==> config.mk <==
export PLATFORM = sky130hd
export DESIGN_NAME = dprx_top
export DESIGN_NICKNAME = d
export VERILOG_FILES = /design/src/dprx_lnk_pkg.sv /design/src/dprx_msg_pkg.sv /design/src/dprx_lnk_parser.sv /design/src/dprx_vid_pack.sv /design/src/dprx_sdp_pack.sv /design/src/dprx_msg_ctl.sv /design/src/dprx_top.sv
export SDC_FILE = /design/constraint.sdc
export NUM_CORES = 1
export LEC_CHECK = 0
export BUFFER_PORTS_ARGS = -buffer_cell sky130_fd_sc_hd__buf_4
export CELL_PAD_IN_SITES_DETAIL_PLACEMENT = 1
export CELL_PAD_IN_SITES_GLOBAL_PLACEMENT = 1
export CORE_MARGIN = 4
export CORE_UTILIZATION = 40
export CTS_CLUSTER_DIAMETER = 40
export DETAILED_ROUTE_END_ITERATION = 8
export PLACE_DENSITY = 0.73
export SLEW_MARGIN = 20
export SYNTH_ARGS = -nofsm -noshare
export SYNTH_HDL_FRONTEND = slang
export SYNTH_SLANG_ARGS = --single-unit
==> constraint.sdc <==
create_clock -name lnk_clk -period 3.3 [get_ports lnk_clk]
set_input_delay 0.33 -clock lnk_clk [delete_from_list [all_inputs] [get_ports lnk_clk]]
set_output_delay 0.33 -clock lnk_clk [all_outputs]
set_load 0.01 [all_outputs]
==> src/dprx_lnk_pkg.sv <==
// Link layer definitions for the receiver: symbol codes, lane layout, stream widths, parser states
package dprx_lnk_pkg;

    // Lane layout
    localparam int LANES  = 2;                      // Lanes per link
    localparam int SYM_W  = 9;                      // K flag plus byte
    localparam int LNK_W  = LANES * SYM_W;          // Whole link word, lane 0 low
    localparam int PAIR_W = LANES * 8;              // Data bytes per cycle

    // Control symbol codes, only meaningful with the K flag set
    localparam logic [7:0] K_BS = 8'hBC;            // Blanking start
    localparam logic [7:0] K_BE = 8'hFB;            // Blanking end
    localparam logic [7:0] K_SS = 8'h5C;            // Secondary packet start
    localparam logic [7:0] K_SE = 8'hFD;            // Secondary packet end

    // Output streams
    localparam int VID_W = 48;                      // Two pixels of 3 x 8 bit components
    localparam int SDP_W = 32;

    // Video FIFO
    localparam int FIFO_DEPTH = 4;
    localparam int FIFO_AW    = $clog2(FIFO_DEPTH); // Pointers carry one extra wrap bit

    // Parser states
    localparam logic [1:0] ST_BLANK  = 2'd0;        // Between BS and BE
    localparam logic [1:0] ST_VBID   = 2'd1;        // Waiting for the VB-ID byte
    localparam logic [1:0] ST_ACTIVE = 2'd2;        // Active line data
    localparam logic [1:0] ST_SDP    = 2'd3;        // Inside SS ... SE

endpackage

==> src/dprx_msg_pkg.sv <==
// Host message definitions: message IDs and the word shared by control and status views
package dprx_msg_pkg;

    localparam int MSG_W = 16;                      // Message word width

    // IDs in the top nibble
    localparam logic [3:0] MSG_ID_CTL = 4'd1;       // Control request
    localparam logic [3:0] MSG_ID_STA = 4'd2;       // Status request

    // Control view, host to receiver
    typedef struct packed {
        logic [3:0] id;
        logic [8:0] rsvd;
        logic       clr_ovf;                        // Clear sticky video overflow
        logic       sdp_en;                         // Secondary data enable
        logic       vid_en;                         // Video enable
    } msg_ctl_t;

    // Status view, receiver to host
    typedef struct packed {
        logic [3:0] id;
        logic [7:0] vbid;                           // Latest VB-ID
        logic       ovf;                            // Video FIFO overflow seen
        logic       lock;                           // Link symbol lock
        logic [1:0] rsvd;
    } msg_sta_t;

    // One 16 bit word, decoded by its id
    typedef union packed {
        msg_ctl_t ctl;
        msg_sta_t sta;
    } msg_word_t;

endpackage

==> src/dprx_lnk_parser.sv <==
// Link parser: classifies each symbol pair, tracks sync, lock and VB-ID, steers data bytes
`timescale 1ns/10ps

module dprx_lnk_parser
(
    input  logic                                lnk_clk,
    input  logic                                rst,
    input  logic [dprx_lnk_pkg::LNK_W-1:0]      lnk_dat,        // K flag in bit 8 of each lane
    output logic                                lnk_sync,       // Pulse the cycle after BS
    output logic [7:0]                          lnk_vbid,
    output logic                                lock,
    output logic                                vblank,         // VB-ID bit 0
    output logic                                line_end,       // Pulse on BS
    output logic                                vid_byte_vld,
    output logic [dprx_lnk_pkg::PAIR_W-1:0]     vid_bytes,
    output logic                                sdp_byte_vld,
    output logic [dprx_lnk_pkg::PAIR_W-1:0]     sdp_bytes,
    output logic                                sdp_start,
    output logic                                sdp_end
);

    logic                               k0;             // Lane 0 K flag
    logic [7:0]                         d0;             // Lane 0 byte
    logic                               is_bs;
    logic                               is_be;
    logic                               is_ss;
    logic                               is_se;
    logic                               k_legal;        // One of the four known codes
    logic                               dat_sym;        // No K flag on any lane
    logic [dprx_lnk_pkg::PAIR_W-1:0]    pair;
    logic [dprx_lnk_pkg::PAIR_W-1:0]    pair_q;         // Registered byte pair
    logic [1:0]                         state;
    logic [1:0]                         state_nxt;
    logic                               sdp_from_act;   // Packet opened inside active video

    // Control codes are decoded on lane 0, the other lanes repeat them
    assign k0      = lnk_dat[8];
    assign d0      = lnk_dat[7:0];
    assign is_bs   = k0 && (d0 == dprx_lnk_pkg::K_BS);
    assign is_be   = k0 && (d0 == dprx_lnk_pkg::K_BE);
    assign is_ss   = k0 && (d0 == dprx_lnk_pkg::K_SS);
    assign is_se   = k0 && (d0 == dprx_lnk_pkg::K_SE);
    assign k_legal = is_bs || is_be || is_ss || is_se;

    // Gather lane bytes, lane 0 into the low byte
    always_comb
    begin
        dat_sym = 1'b1;
        for (int i = 0; i < dprx_lnk_pkg::LANES; i++)
        begin
            pair[i*8 +: 8] = lnk_dat[i*dprx_lnk_pkg::SYM_W +: 8];
            dat_sym        = dat_sym && !lnk_dat[i*dprx_lnk_pkg::SYM_W + 8];
        end
    end

    // Next state, control symbols win over the current state
    always_comb
    begin
        state_nxt = state;
        if (is_bs)
            state_nxt = dprx_lnk_pkg::ST_VBID;
        else if (is_be)
            state_nxt = dprx_lnk_pkg::ST_ACTIVE;
        else if (is_ss)
            state_nxt = dprx_lnk_pkg::ST_SDP;
        else
        begin
            case (state)
                dprx_lnk_pkg::ST_VBID:
                    if (dat_sym)
                        state_nxt = dprx_lnk_pkg::ST_BLANK;     // Single VB-ID byte
                dprx_lnk_pkg::ST_SDP:
                    if (is_se)
                        state_nxt = sdp_from_act ? dprx_lnk_pkg::ST_ACTIVE
                                                 : dprx_lnk_pkg::ST_BLANK;
                default:
                    state_nxt = state;
            endcase
        end
    end

    always_ff @(posedge lnk_clk)
    begin
        if (rst)
        begin
            state        <= dprx_lnk_pkg::ST_BLANK;
            sdp_from_act <= 1'b0;
            lnk_sync     <= 1'b0;
            line_end     <= 1'b0;
            lnk_vbid     <= 8'h00;
            lock         <= 1'b0;
            vid_byte_vld <= 1'b0;
            sdp_byte_vld <= 1'b0;
            sdp_start    <= 1'b0;
            sdp_end      <= 1'b0;
        end
        else
        begin
            state     <= state_nxt;
            lnk_sync  <= is_bs;
            line_end  <= is_bs;
            sdp_start <= is_ss;
            sdp_end   <= is_se;

            // Data steering follows the state the byte arrived in
            vid_byte_vld <= dat_sym && (state == dprx_lnk_pkg::ST_ACTIVE);
            sdp_byte_vld <= dat_sym && (state == dprx_lnk_pkg::ST_SDP);

            if (is_ss)
                sdp_from_act <= (state == dprx_lnk_pkg::ST_ACTIVE);

            if ((state == dprx_lnk_pkg::ST_VBID) && dat_sym)
                lnk_vbid <= d0;                                 // Byte after BS

            // Unknown K code drops lock, next BS regains it
            if (k0 && !k_legal)
                lock <= 1'b0;
            else if (is_bs)
                lock <= 1'b1;
        end
    end

    always_ff @(posedge lnk_clk)
    begin
        pair_q <= pair;
    end

    assign vid_bytes = pair_q;
    assign sdp_bytes = pair_q;          // Same pair, qualified by its own valid
    assign vblank    = lnk_vbid[0];

endmodule

==> src/dprx_vid_pack.sv <==
// Video packer: gathers byte pairs into two-pixel words, stages them for framing, FIFO output
`timescale 1ns/10ps

module dprx_vid_pack
(
    input  logic                                lnk_clk,
    input  logic                                rst,
    input  logic                                vid_en,
    input  logic                                vblank,
    input  logic                                line_end,
    input  logic                                vid_byte_vld,
    input  logic [dprx_lnk_pkg::PAIR_W-1:0]     vid_bytes,
    input  logic                                clr_ovf,
    input  logic                                vid_rdy,
    output logic                                vid_sof,
    output logic                                vid_eol,
    output logic [dprx_lnk_pkg::VID_W-1:0]      vid_dat,
    output logic                                vid_vld,
    output logic                                ovf             // Sticky until clr_ovf
);

    logic [1:0]                         phase;          // Byte pair index in word
    logic [2*dprx_lnk_pkg::PAIR_W-1:0]  acc;            // First two pairs
    logic                               take;
    logic                               word_done;
    logic                               sof_pend;       // Next word opens a frame
    logic                               stg_vld;
    logic                               stg_sof;
    logic [dprx_lnk_pkg::VID_W-1:0]     stg_dat;
    logic                               push;
    logic                               push_eol;
    logic [dprx_lnk_pkg::VID_W+1:0]     mem [dprx_lnk_pkg::FIFO_DEPTH];     // {sof, eol, dat}
    logic [dprx_lnk_pkg::VID_W+1:0]     head;
    logic [dprx_lnk_pkg::FIFO_AW:0]     wr_ptr;
    logic [dprx_lnk_pkg::FIFO_AW:0]     rd_ptr;
    logic                               full;
    logic                               empty;

    assign take      = vid_en && vid_byte_vld;
    assign word_done = take && (phase == 2'd2);

    // Staged word leaves when replaced, or at line end with eol
    assign push     = stg_vld && (word_done || line_end);
    assign push_eol = !word_done;

    assign empty = (wr_ptr == rd_ptr);
    assign full  = (wr_ptr[dprx_lnk_pkg::FIFO_AW] != rd_ptr[dprx_lnk_pkg::FIFO_AW])
                && (wr_ptr[dprx_lnk_pkg::FIFO_AW-1:0] == rd_ptr[dprx_lnk_pkg::FIFO_AW-1:0]);

    always_ff @(posedge lnk_clk)
    begin
        if (rst)
        begin
            phase    <= 2'd0;
            sof_pend <= 1'b0;
            stg_vld  <= 1'b0;
            ovf      <= 1'b0;
            wr_ptr   <= '0;
            rd_ptr   <= '0;
        end
        else
        begin
            if (line_end)
                phase <= 2'd0;                                  // Partial word discarded
            else if (take)
                phase <= word_done ? 2'd0 : phase + 2'd1;

            if (word_done)
                stg_vld <= 1'b1;
            else if (line_end)
                stg_vld <= 1'b0;

            // Armed by a vertical blanking line, used by the next word
            if (word_done)
                sof_pend <= 1'b0;
            else if (line_end && vblank)
                sof_pend <= 1'b1;

            if (push && full)
                ovf <= 1'b1;                                    // Word dropped
            else if (clr_ovf)
                ovf <= 1'b0;

            if (push && !full)
                wr_ptr <= wr_ptr + 1'b1;
            if (vid_vld && vid_rdy)
                rd_ptr <= rd_ptr + 1'b1;
        end
    end

    always_ff @(posedge lnk_clk)
    begin
        if (take && !phase[1])
            acc[phase[0]*dprx_lnk_pkg::PAIR_W +: dprx_lnk_pkg::PAIR_W] <= vid_bytes;
        if (word_done)
        begin
            stg_dat <= {vid_bytes, acc};                        // Last pair on top
            stg_sof <= sof_pend;
        end
        if (push && !full)
            mem[wr_ptr[dprx_lnk_pkg::FIFO_AW-1:0]] <= {stg_sof, push_eol, stg_dat};
    end

    // FIFO head drives the stream directly
    assign head    = mem[rd_ptr[dprx_lnk_pkg::FIFO_AW-1:0]];
    assign vid_vld = !empty;
    assign vid_dat = head[dprx_lnk_pkg::VID_W-1:0];
    assign vid_eol = vid_vld && head[dprx_lnk_pkg::VID_W];
    assign vid_sof = vid_vld && head[dprx_lnk_pkg::VID_W+1];

endmodule

==> src/dprx_sdp_pack.sv <==
// Secondary data packer: pairs of lane byte pairs into 32 bit words with packet framing
`timescale 1ns/10ps

module dprx_sdp_pack
(
    input  logic                                lnk_clk,
    input  logic                                rst,
    input  logic                                sdp_en,
    input  logic                                sdp_byte_vld,
    input  logic [dprx_lnk_pkg::PAIR_W-1:0]     sdp_bytes,
    input  logic                                sdp_start,      // SS seen
    input  logic                                sdp_end,        // SE seen
    output logic                                sdp_sop,
    output logic                                sdp_eop,
    output logic [dprx_lnk_pkg::SDP_W-1:0]      sdp_dat,
    output logic                                sdp_vld
);

    logic                               phase;          // Second pair expected
    logic                               first;          // No word yet in this packet
    logic [dprx_lnk_pkg::PAIR_W-1:0]    lo;             // First pair of the word
    logic                               take;
    logic                               word_done;

    assign take      = sdp_en && sdp_byte_vld;
    assign word_done = take && phase;

    always_ff @(posedge lnk_clk)
    begin
        if (rst)
        begin
            phase   <= 1'b0;
            first   <= 1'b0;
            sdp_vld <= 1'b0;
            sdp_sop <= 1'b0;
        end
        else
        begin
            sdp_vld <= word_done;
            sdp_sop <= word_done && first;

            if (sdp_start)
                phase <= 1'b0;                  // Realign on every packet
            else if (take)
                phase <= !phase;

            if (sdp_start)
                first <= 1'b1;
            else if (word_done)
                first <= 1'b0;
        end
    end

    always_ff @(posedge lnk_clk)
    begin
        if (take && !phase)
            lo <= sdp_bytes;
        if (word_done)
            sdp_dat <= {sdp_bytes, lo};
    end

    // SE arrives one cycle after the last pair, together with the word
    assign sdp_eop = sdp_vld && sdp_end;

endmodule

==> src/dprx_msg_ctl.sv <==
// Host message controller: four-phase req/ack responder, control register and status reply
`timescale 1ns/10ps

module dprx_msg_ctl
(
    input  logic                                lnk_clk,
    input  logic                                rst,
    input  logic                                host_req,
    input  dprx_msg_pkg::msg_word_t             host_wdat,      // Stable while req high
    input  logic                                lock,
    input  logic                                ovf,
    input  logic [7:0]                          lnk_vbid,
    output logic                                host_ack,       // Also the idle/ack state
    output dprx_msg_pkg::msg_word_t             host_rdat,      // Valid while ack high
    output logic                                vid_en,
    output logic                                sdp_en,
    output logic                                clr_ovf         // One cycle pulse
);

    logic                               req_new;        // Request seen while idle
    logic                               is_ctl;
    logic                               is_sta;
    dprx_msg_pkg::msg_sta_t             sta;

    assign req_new = host_req && !host_ack;
    assign is_ctl  = (host_wdat.ctl.id == dprx_msg_pkg::MSG_ID_CTL);
    assign is_sta  = (host_wdat.ctl.id == dprx_msg_pkg::MSG_ID_STA);

    // Status snapshot
    assign sta = '{id:   dprx_msg_pkg::MSG_ID_STA,
                   vbid: lnk_vbid,
                   ovf:  ovf,
                   lock: lock,
                   rsvd: 2'b00};

    always_ff @(posedge lnk_clk)
    begin
        if (rst)
        begin
            host_ack <= 1'b0;
            vid_en   <= 1'b0;
            sdp_en   <= 1'b0;
            clr_ovf  <= 1'b0;
        end
        else
        begin
            clr_ovf <= req_new && is_ctl && host_wdat.ctl.clr_ovf;

            if (req_new)
                host_ack <= 1'b1;
            else if (!host_req)
                host_ack <= 1'b0;                       // Host released req

            if (req_new && is_ctl)
            begin
                vid_en <= host_wdat.ctl.vid_en;
                sdp_en <= host_wdat.ctl.sdp_en;
            end
        end
    end

    // Reply captured with the request, held through the ack phase
    always_ff @(posedge lnk_clk)
    begin
        if (req_new)
        begin
            if (is_ctl)
                host_rdat <= host_wdat;                 // Echo
            else if (is_sta)
                host_rdat.sta <= sta;
            else
                host_rdat <= {dprx_msg_pkg::MSG_W{1'b0}};
        end
    end

endmodule

==> src/dprx_top.sv <==
// Receive link top: symbol parser, video and secondary data packers, host message controller
`timescale 1ns/10ps

module dprx_top
(
    // Clock and reset
    input  logic                                lnk_clk,
    input  logic                                rst,

    // Link
    input  logic [dprx_lnk_pkg::LNK_W-1:0]      lnk_dat,        // Lane 0 in bits 8:0
    output logic                                lnk_sync,
    output logic [7:0]                          lnk_vbid,

    // Video stream
    input  logic                                vid_rdy,
    output logic                                vid_sof,
    output logic                                vid_eol,
    output logic [dprx_lnk_pkg::VID_W-1:0]      vid_dat,
    output logic                                vid_vld,

    // Secondary data stream
    output logic                                sdp_sop,
    output logic                                sdp_eop,
    output logic [dprx_lnk_pkg::SDP_W-1:0]      sdp_dat,
    output logic                                sdp_vld,

    // Host port, four-phase req/ack
    input  logic                                host_req,
    input  dprx_msg_pkg::msg_word_t             host_wdat,
    output logic                                host_ack,
    output dprx_msg_pkg::msg_word_t             host_rdat
);

    // Parser to packers
    logic                               lock;
    logic                               vblank;
    logic                               line_end;       // BS pulse
    logic                               vid_byte_vld;
    logic [dprx_lnk_pkg::PAIR_W-1:0]    vid_bytes;
    logic                               sdp_byte_vld;
    logic [dprx_lnk_pkg::PAIR_W-1:0]    sdp_bytes;
    logic                               sdp_start;
    logic                               sdp_end;

    // Controller to the rest
    logic                               vid_en;
    logic                               sdp_en;
    logic                               clr_ovf;
    logic                               ovf;            // Back from video packer

    // Port names match the wires above one to one
    dprx_lnk_parser parser_inst (.*);

    dprx_vid_pack vid_pack_inst (.*);

    dprx_sdp_pack sdp_pack_inst (.*);

    dprx_msg_ctl msg_ctl_inst (.*);

endmodule

==> impl_metrics.json, run 1 <==
{
  "status": "complete, no violations",
  "seq_area_um2": 11400,
  "ys.flop_type": "edfxtp_1",
  "cts.htree.levels": 2,
  "nets": 913,
  "cts_resized": 0,
  "drive_gt1_share_pct": 33.7,
  "die_area_um2": 37600,
  "drt_wl_total_um": 30600,
  "ys_seq_elements": 399,
  "timing.fmax_mhz": 382,
  "ff2ff_path_depth": 4,
  "drt-pass1-iter-count": 7,
  "worst_path_largest_cell_delay_ps": 650,
  "final_core_util_pct": 51.4,
  "critPathArrivalTime_ps": 2290,
  "dr.first_iter.drc_count": 361,
  "hp-class": "input port to flop",
  "start_util_pct": 41.0,
  "powerDensity_nw_per_um2": 618,
  "vias": 6760,
  "grt_pass1_wl_um": 46900,
  "clk_pin_slew_ps": 60,
  "grt_overflow_total": 0,
  "required_ps": 2970,
  "die_h_um": 194,
  "rsz0062_at_grt": "false",
  "multi_input_area_um2": 2290,
  "fill_cells": 3078,
  "place_congestion": 0.749,
  "syn2layout_area_growth_pct": 25.6,
  "period_share_pct": 79.3,
  "timing.final.hold_violations": 0,
  "peakVddDrop_mv": 0.413,
  "hold_depth": 2,
  "cts_tree": "done",
  "grt_pass1_vias": 7476,
  "final_area_um2": 17400,
  "worstMarginPinSlew_ps": 1050,
  "antenna_found_initial": 0,
  "crit_type": "flop to output pin",
  "rrSetupSlack_ps": 1140,
  "row_count": 67,
  "r2r_start": "vid_pack_inst.phase[1]$_SDFFE_PP0N_",
  "die_x_um": 194,
  "hold_path_end": "msg_ctl_inst.host_ack$_SDFFE_PP0P_",
  "slew_violations": 0,
  "clock-skew-final_ps": 15.4,
  "place_hpwl_um": 19900,
  "cts_made_buffers": 49,
  "startpoint_type": "flop",
  "tns_ps": 0,
  "mappedNetlistArea_um2": 13800,
  "io_pins": 150,
  "critPathCaptureType": "output pin",
  "worstHoldStart": "host_req",
  "placed_cell_area_um2": 15600,
  "yosysSeqAreaShare_pct": 82.7,
  "r2r-end": "vid_pack_inst.mem[3][43]$_DFFE_PP_",
  "clock-sinks": 399,
  "yosysWarnings": 0,
  "critPathMaxFanout": 29,
  "avgRoutedWirePerCell_um": 22.6,
  "syn_avg_cell_area_um2": 21.0,
  "slew-limit-headroom_pct": 30.0,
  "grt_max_degree": 53,
  "max_cap_violations": 0,
  "total_leakage_power_uw": 0.00595,
  "antennaDiodeCount": 0,
  "track_usage_pct": 16.2,
  "synth_cell_type_count": 44,
  "root_buffer": "clkbuf_16",
  "drc": 0,
  "slowest_stage": "dfxtp_4",
  "synth_cells": 660,
  "clock_latency_ps": 540,
  "synthArstFlopShare_pct": 0,
  "portBuffers": 149,
  "clock_path_buffers": 3,
  "mostFrequentLayoutCell": "edfxtp_1",
  "synth_edf_count": 345,
  "viasPerCell": 4.99,
  "ant_nets": 0,
  "setup_viol": 0,
  "min_period_ps": 2620,
  "crit_chain": "buf_12 > mux4_2 > buf_4",
  "final_cell_mix": "edfxtp_1 (345), buf_4 (159), dfxtp_1 (52), mux4_2 (50), clkbuf_16 (50)",
  "core_area_um2": 33800
}
[cells in the mapped netlist, drive strengths merged (4+ instances only)]
master | count | area (um2)
and2 | 21 | 131
nand3 | 7 | 40.0
buf | 11 | 56.3
dfxtp | 54 | 1080
nor2b | 20 | 125
a22o | 11 | 96.3
nand2 | 27 | 106
and3 | 6 | 42.5
edfxtp | 345 | 10400
nor2 | 17 | 63.8
clkbuf | 12 | 45.0
xor2 | 6 | 52.6
nor3 | 8 | 40.0
o21ai | 5 | 25.0
inv | 8 | 30.0
nor4b | 4 | 41.3
a21oi | 18 | 90.1
mux4 | 50 | 1130
ha | 5 | 62.6
[sequential cells by signal, summed over array words and instances, names as in the netlist, 2 cells and up, named ones only]
name and flops:
vid_pack_inst.mem 200, vid_pack_inst.stg_dat 48, sdp_pack_inst.sdp_dat 32, vid_pack_inst.acc 32, msg_ctl_inst.host_rdat 16, parser_inst.sdp_bytes 16
sdp_pack_inst.lo 16, parser_inst.lnk_vbid 8, vid_pack_inst.rd_ptr 3, vid_pack_inst.wr_ptr 3, parser_inst.state 2, vid_pack_inst.phase 2
[cell families (layout without fill, tap and decap cells)]
| kind of cell | after synthesis | after routing | share of synthesized area (%) |
|---|---|---|---|
| AOI/OAI and AO/OA | 41 | 41 | 2.02 |
| xor gates and xnor gates | 8 | 8 | 0.506 |
| adders and majority gates | 5 | 5 | 0.452 |
| buffers and inverters | 31 | 278 | 0.950 |
| DFF | 399 | 399 | 82.7 |
| muxes | 53 | 53 | 8.39 |
| other | 1 | 2 | 0.0271 |
| and+or+nand+nor | 122 | 122 | 4.96 |
[worst max-delay path by stage]
stage / from / endpoint / slack [ps]
2_1_floorplan: vid_pack_inst.phase[0]$_SDFFE_PP0N_ / vid_pack_inst.mem[0][0]$_DFFE_PP_ / 150
4_1_cts: flop / vid_dat[38] / 600
3_5_place_dp: vid_pack_inst.phase[1]$_SDFFE_PP0N_ / vid_pack_inst.mem[3][43]$_DFFE_PP_ / 1120
6_report: flop / vid_dat[38] / 680
5_1_grt: flop / vid_dat[38] / 530
3_3_place_gp: flop / vid_dat[39] / 1180
[metal layers]
metal	vias to the layer above	global-route usage [%]	part of all wire, %
met5	-	0	0
met1	3449	20.5	40
met2	235	27.8	51
met4	0	3.39	1.5
met3	44	4.92	7.6
li1	3032	-	-
[where the power goes]
group | leakage [uW] | internal [uW] | switching, uW
Combinational | 0.00160 | 64.1 | 52.8
Sequential | 0.00357 | 5440 | 29.0
Clock | 0.000779 | 3060 | 2090
[critical path: cells and delay by family (launching register included)]
kind,cells,cell delay [ps]
buf+inv,2,480
flops,1,650
mux,1,590
[area by class of cell]
class / count / area share, %
Clock inverter: 33 / 1.87
Multi-Input combinational cell: 231 / 13.2
Inverter: 8 / 0.173
Timing Repair Buffer: 181 / 8.37
Tap cell: 448 / 3.23
Clock buffer: 56 / 7.33
Sequential cell: 399 / 65.9
[through the flow]
stage / total power, uW / worst slack [ps] / hold slack [ps] / std cells
2_1_floorplan: 5590 / 153 / 358 / 661
3_3_place_gp: 5670 / 1180 / 400 / 1249
3_5_place_dp: 5670 / 1120 / 406 / 1249
4_1_cts: 10900 / 603 / 5.13 / 1356
5_1_grt: 11100 / 531 / 35.4 / 1356
6_report: 10700 / 682 / 17.0 / 1356
[what timing repair did]
action | in CTS | in global routing
hold endpoints to repair | 17 | 0
setup endpoints to repair | 0 | 0
setup buffers | 0 | 0
hold buffers | 18 | 0
No activity file was read; power rests on OpenSTA's default activity.
==> run 2: changes to the inputs <==
--- a/config.mk
+++ b/config.mk
@@ -12,7 +12,7 @@
 export CORE_UTILIZATION = 40
 export CTS_CLUSTER_DIAMETER = 40
 export DETAILED_ROUTE_END_ITERATION = 8
-export PLACE_DENSITY = 0.73
+export PLACE_DENSITY = 0.71
 export SLEW_MARGIN = 20
 export SYNTH_ARGS = -nofsm -noshare
 export SYNTH_HDL_FRONTEND = slang
==> constraint.sdc (replaced) <==
create_clock -name lnk_clk -period 2.55 [get_ports lnk_clk]
set_input_delay 0.255 -clock lnk_clk [delete_from_list [all_inputs] [get_ports lnk_clk]]
set_output_delay 0.255 -clock lnk_clk [all_outputs]
set_load 0.01 [all_outputs]
==> impl_metrics.json, run 2 (synthesis results as in run 1) <==
{
  "p_sw_share_pct": 19.5,
  "startpoint_type": "flop",
  "max_cap_violations": 0,
  "mostFrequentLayoutCell": "edfxtp_1",
  "row_count": 67,
  "power_uw": 14800,
  "nets": 936,
  "drive_gt1_share_pct": 34.5,
  "drt-pass1-iter-count": 5,
  "root_buffer": "clkbuf_16",
  "r2r_start": "vid_pack_inst.wr_ptr[1]$_SDFFE_PP0P_",
  "fill_cells": 3002,
  "hp-class": "input port to flop",
  "slew-limit-headroom_pct": 40.3,
  "cts_made_buffers": 50,
  "place_congestion": 0.732,
  "comb_power_share_pct": 1.1,
  "crit_type": "flop to output pin",
  "clkPwrFrac_pct": 50.9,
  "start_util_pct": 41.0,
  "grt_pass1_vias": 7705,
  "drt_wl_total_um": 31600,
  "antenna_found_initial": 0,
  "critPathCaptureType": "output pin",
  "grt_pass1_wl_um": 48300,
  "grt_max_degree": 53,
  "slew_violations": 0,
  "largest_reg_flops": 200,
  "vias": 6890,
  "p_int_uw": 11900,
  "clk_pin_slew_ps": 60,
  "clock-skew-final_ps": 17.1,
  "avgRoutedWirePerCell_um": 22.9,
  "timing.hold.ws_ps": 35.8,
  "worstMarginPinSlew_ps": 883,
  "io_pins": 150,
  "clock-sinks": 399,
  "rsz0062_at_grt": "false",
  "worstHoldStart": "host_wdat[5]",
  "critPathArrivalTime_ps": 2110,
  "die_area_um2": 37600,
  "clock_latency_ps": 550,
  "min_period_ps": 2360,
  "timing.final.hold_violations": 0,
  "setup_viol": 0,
  "clock_path_buffers": 3,
  "ant_nets": 0,
  "place_hpwl_um": 19400,
  "viasPerCell": 4.99,
  "powerDensity_nw_per_um2": 827,
  "status": "complete, no violations",
  "multi_input_area_um2": 2290,
  "final_cell_mix": "edfxtp_1 (345), buf_4 (163), clkbuf_16 (53), dfxtp_1 (52), mux4_2 (50)",
  "timing.fmax_mhz": 424,
  "cts.htree.levels": 2,
  "cts_tree": "done",
  "seqPwrFrac_pct": 48.0,
  "core_area_um2": 33800,
  "required_ps": 2300,
  "die_h_um": 194,
  "p_switching_uw": 2870,
  "track_usage_pct": 16.8,
  "peakVddDrop_mv": 0.546,
  "dr.first_iter.drc_count": 331,
  "total_leakage_power_uw": 0.00616,
  "critPathMaxFanout": 13,
  "die_x_um": 194,
  "grt_overflow_total": 0,
  "drc": 0,
  "portBuffers": 149,
  "antennaDiodeCount": 0,
  "syn2layout_area_growth_pct": 29.0,
  "seq_area_um2": 11400,
  "period_share_pct": 92.6
}
## run 2: cell types whose count changed in the layout (fill, tap and decap cells not counted), moves of 2 or more
cell           previous run  this run
inv_6                     6         4
clkbuf_16                50        53
clkinv_4                  1         4
buf_12                    4         7
buf_4                   159       163
bufinv_16                 3         9
clkinv_8                  4         2
dlygate4sd3_1            18        32
clkinvlp_4                2         4
clkinv_1                  8         3
## run 2: metal layers
metal  share of wire, %  global-route usage, %  vias to the layer above
met2                 50                   28.5                      188
met1                 41                   21.8                     3563
met5                  0                      0                        -
met3                6.5                   4.57                       48
li1                   -                      -                     3091
met4                2.0                   3.78                        0
## run 2: timing repair
| item | in CTS | in global routing |
|---|---|---|
| resized for setup | 0 | 0 |
| hold buffers | 32 | 0 |
| endpoints found under the hold margin | 41 | 0 |
| buffers inserted | 1 | 0 |
| setup endpoints to repair | 11 | 0 |
## run 2: worst max-delay path, cell delays in order, from the launching register on
cell     delay [ps]
dfxtp_4         550
buf_4           280
mux4_2          550
buf_4           160
## run 2: layout make-up
type / instances / share of cell area [%]
Sequential cell: 399 / 64.1
Multi-Input combinational cell: 231 / 12.8
Timing Repair Buffer: 203 / 9.59
Clock buffer: 58 / 7.53
Tap cell: 448 / 3.14
Clock inverter: 34 / 2.65
Inverter: 8 / 0.168
## run 2: power groups by stage
stage / Sequential [uW] / Clock, uW / Combinational [uW]
floorplan: 7190 / 0 / 36.5
global placement: 7210 / 0 / 128
detailed placement: 7220 / 0 / 130
CTS: 7080 / 7660 / 168
global route: 7080 / 7980 / 184
finish: 7080 / 7510 / 168
## run 2: worst paths after layout
kind,slack [ps],to,depth (start not counted)
max,190,vid_dat[20],3
max reg2reg,670,vid_pack_inst.mem[3][24]$_DFFE_PP_,4
min,40,msg_ctl_inst.host_rdat[5]$_DFFE_PP_,2
min reg2reg,410,vid_pack_inst.stg_dat[0]$_DFFE_PP_,0
## run 2: through the flow
step | util [%] | area [um2] | setup TNS, ps | std cells | worst slack (ps)
final | 52.8 | 17900 | 0 | 1381 | 189
after global placement | 46.4 | 15700 | 0 | 1256 | 596
after floorplan | - | 13800 | -8590 | 661 | -57.3
after global routing | 52.8 | 17900 | 0 | 1381 | 77.9
after detailed placement | 46.4 | 15700 | 0 | 1256 | 550
after CTS | 52.8 | 17900 | 0 | 1381 | 131
==> run 3: changes to the inputs <==
==> constraint.sdc (replaced) <==
create_clock -name lnk_clk -period 3 [get_ports lnk_clk]
set_input_delay 0.3 -clock lnk_clk [delete_from_list [all_inputs] [get_ports lnk_clk]]
set_output_delay 0.3 -clock lnk_clk [all_outputs]
set_load 0.01 [all_outputs]
==> impl_metrics.json, run 3 (synthesis results as in run 1) <==
{
  "place_congestion": 0.755,
  "clock_latency_ps": 550,
  "slew_violations": 0,
  "die_x_um": 194,
  "die_h_um": 194,
  "tns_ps": 0,
  "timing.fmax_mhz": 398,
  "ant_nets": 0,
  "clock-sinks": 399,
  "core_area_um2": 33800,
  "crit_type": "flop to output pin",
  "seqPwrFrac_pct": 48.1,
  "critPathMaxFanout": 28,
  "stdcell_count": 1366,
  "grt_pass1_wl_um": 45400,
  "rsz0062_at_grt": "false",
  "slew-limit-headroom_pct": 44.2,
  "critPathCaptureType": "output pin",
  "drt_wl_total_um": 29500,
  "grt_pass1_vias": 7423,
  "clk_pin_slew_ps": 60,
  "track_usage_pct": 15.5,
  "required_ps": 2700,
  "hold_depth": 3,
  "placed_cell_area_um2": 15600,
  "critPathArrivalTime_ps": 2210,
  "power_uw": 12500,
  "cts.htree.levels": 2,
  "p_switching_uw": 2500,
  "powerDensity_nw_per_um2": 708,
  "final_area_um2": 17700,
  "drc": 0,
  "portBuffers": 149,
  "syn2layout_area_growth_pct": 27.6,
  "root_buffer": "clkbuf_16",
  "peakVddDrop_mv": 0.463,
  "period_share_pct": 83.7,
  "cts_setup_buffers": 0,
  "final_cell_mix": "edfxtp_1 (345), buf_4 (159), dfxtp_1 (52), clkbuf_16 (51), mux4_2 (50)",
  "max_cap_violations": 0,
  "antenna_found_initial": 0,
  "io_pins": 150,
  "total_leakage_power_uw": 0.00608,
  "avgRoutedWirePerCell_um": 21.6,
  "hp-class": "input port to flop",
  "cts_tree": "done",
  "cts_resized": 0,
  "nets": 918,
  "grt_overflow_total": 0,
  "place_inst": 1250,
  "startpoint_type": "flop",
  "viasPerCell": 4.94,
  "row_count": 67,
  "ff2ff_path_depth": 4,
  "worstMarginPinSlew_ps": 825,
  "comb_power_share_pct": 1.1,
  "status": "complete, no violations",
  "largest_reg_flops": 200,
  "timing.hold.ws_ps": 35.5,
  "mostFrequentLayoutCell": "edfxtp_1",
  "grt_max_degree": 53,
  "dr.first_iter.drc_count": 429,
  "clkPwrFrac_pct": 50.8,
  "p_int_uw": 10000,
  "start_util_pct": 41.0,
  "drt-pass1-iter-count": 4,
  "clock_path_buffers": 3,
  "setup_viol": 0,
  "clock-skew-final_ps": 24.0,
  "min_period_ps": 2510,
  "place_hpwl_um": 18200,
  "timing.final.hold_violations": 0,
  "vias": 6744,
  "die_area_um2": 37600,
  "drive_gt1_share_pct": 34.8,
  "cts_made_buffers": 51,
  "p_sw_share_pct": 20.0
}
[run 3: cell types whose count changed in the layout (fill, tap and decap cells not counted), sizes merged]
cell and change:
clkinv +3, clkbuf -1, diode +1, buf -7
clkinvlp -1, inv +3, dlygate4sd3 -12, bufinv -1
[run 3: layout make-up]
| type | instances | area (um2) |
|---|---|---|
| Sequential cell | 399 | 11400 |
| Clock buffer | 57 | 1320 |
| Fill cell | 3060 | 16100 |
| Clock inverter | 38 | 512 |
| Tap cell | 448 | 561 |
| Inverter | 8 | 30.0 |
| Antenna cell | 1 | 2.50 |
| Timing Repair Buffer | 184 | 1490 |
| Multi-Input combinational cell | 231 | 2300 |
[run 3: worst max-delay path: stages, from the launching register on]
cell	delay [ps]
dfxtp_2	840
buf_12	280
mux4_2	370
buf_4	170
[run 3: power groups by stage]
stage                     registers, uW  clock network [uW]  logic [uW]
after floorplan                    6110                   0        31.0
after global placement             6130                   0         107
after CTS                          6010                6500         131
after detailed placement           6130                   0         110
after global routing               6010                6770         144
final                              6010                6350         132
[run 3: per-layer routing]
layer / GRT usage, % / share of wire, % / wire (um)
met5: 0 / 0 / 0
met4: 3.10 / 1.4 / 418
met3: 4.83 / 7.6 / 2240
met2: 25.9 / 49 / 14600
met1: 20.3 / 42 / 12200
[run 3: worst paths after layout]
path	from	to	slack (ps)
setup / recovery	flop	vid_dat[23]	490
hold / removal	host_wdat[1]	msg_ctl_inst.sdp_en$_SDFFE_PP0P_	40
setup reg to reg	vid_pack_inst.phase[1]$_SDFFE_PP0N_	vid_pack_inst.mem[2][46]$_DFFE_PP_	960
hold reg to reg	sdp_pack_inst.lo[6]$_DFFE_PP_	sdp_pack_inst.sdp_dat[6]$_DFFE_PP_	420
[run 3: what timing repair did]
action / 4_1_cts / 5_1_grt
hold endpoints to repair: 19 / 0
hold buffers: 20 / 0
endpoints found under the setup margin: 0 / 0
[run 3: through the flow]
stage	util, %	setup WS (ps)
5_1_grt	52.3	366
4_1_cts	52.2	428
3_5_place_dp	46.2	951
2_1_floorplan	-	393
3_3_place_gp	46.2	1000
6_report	52.3	489
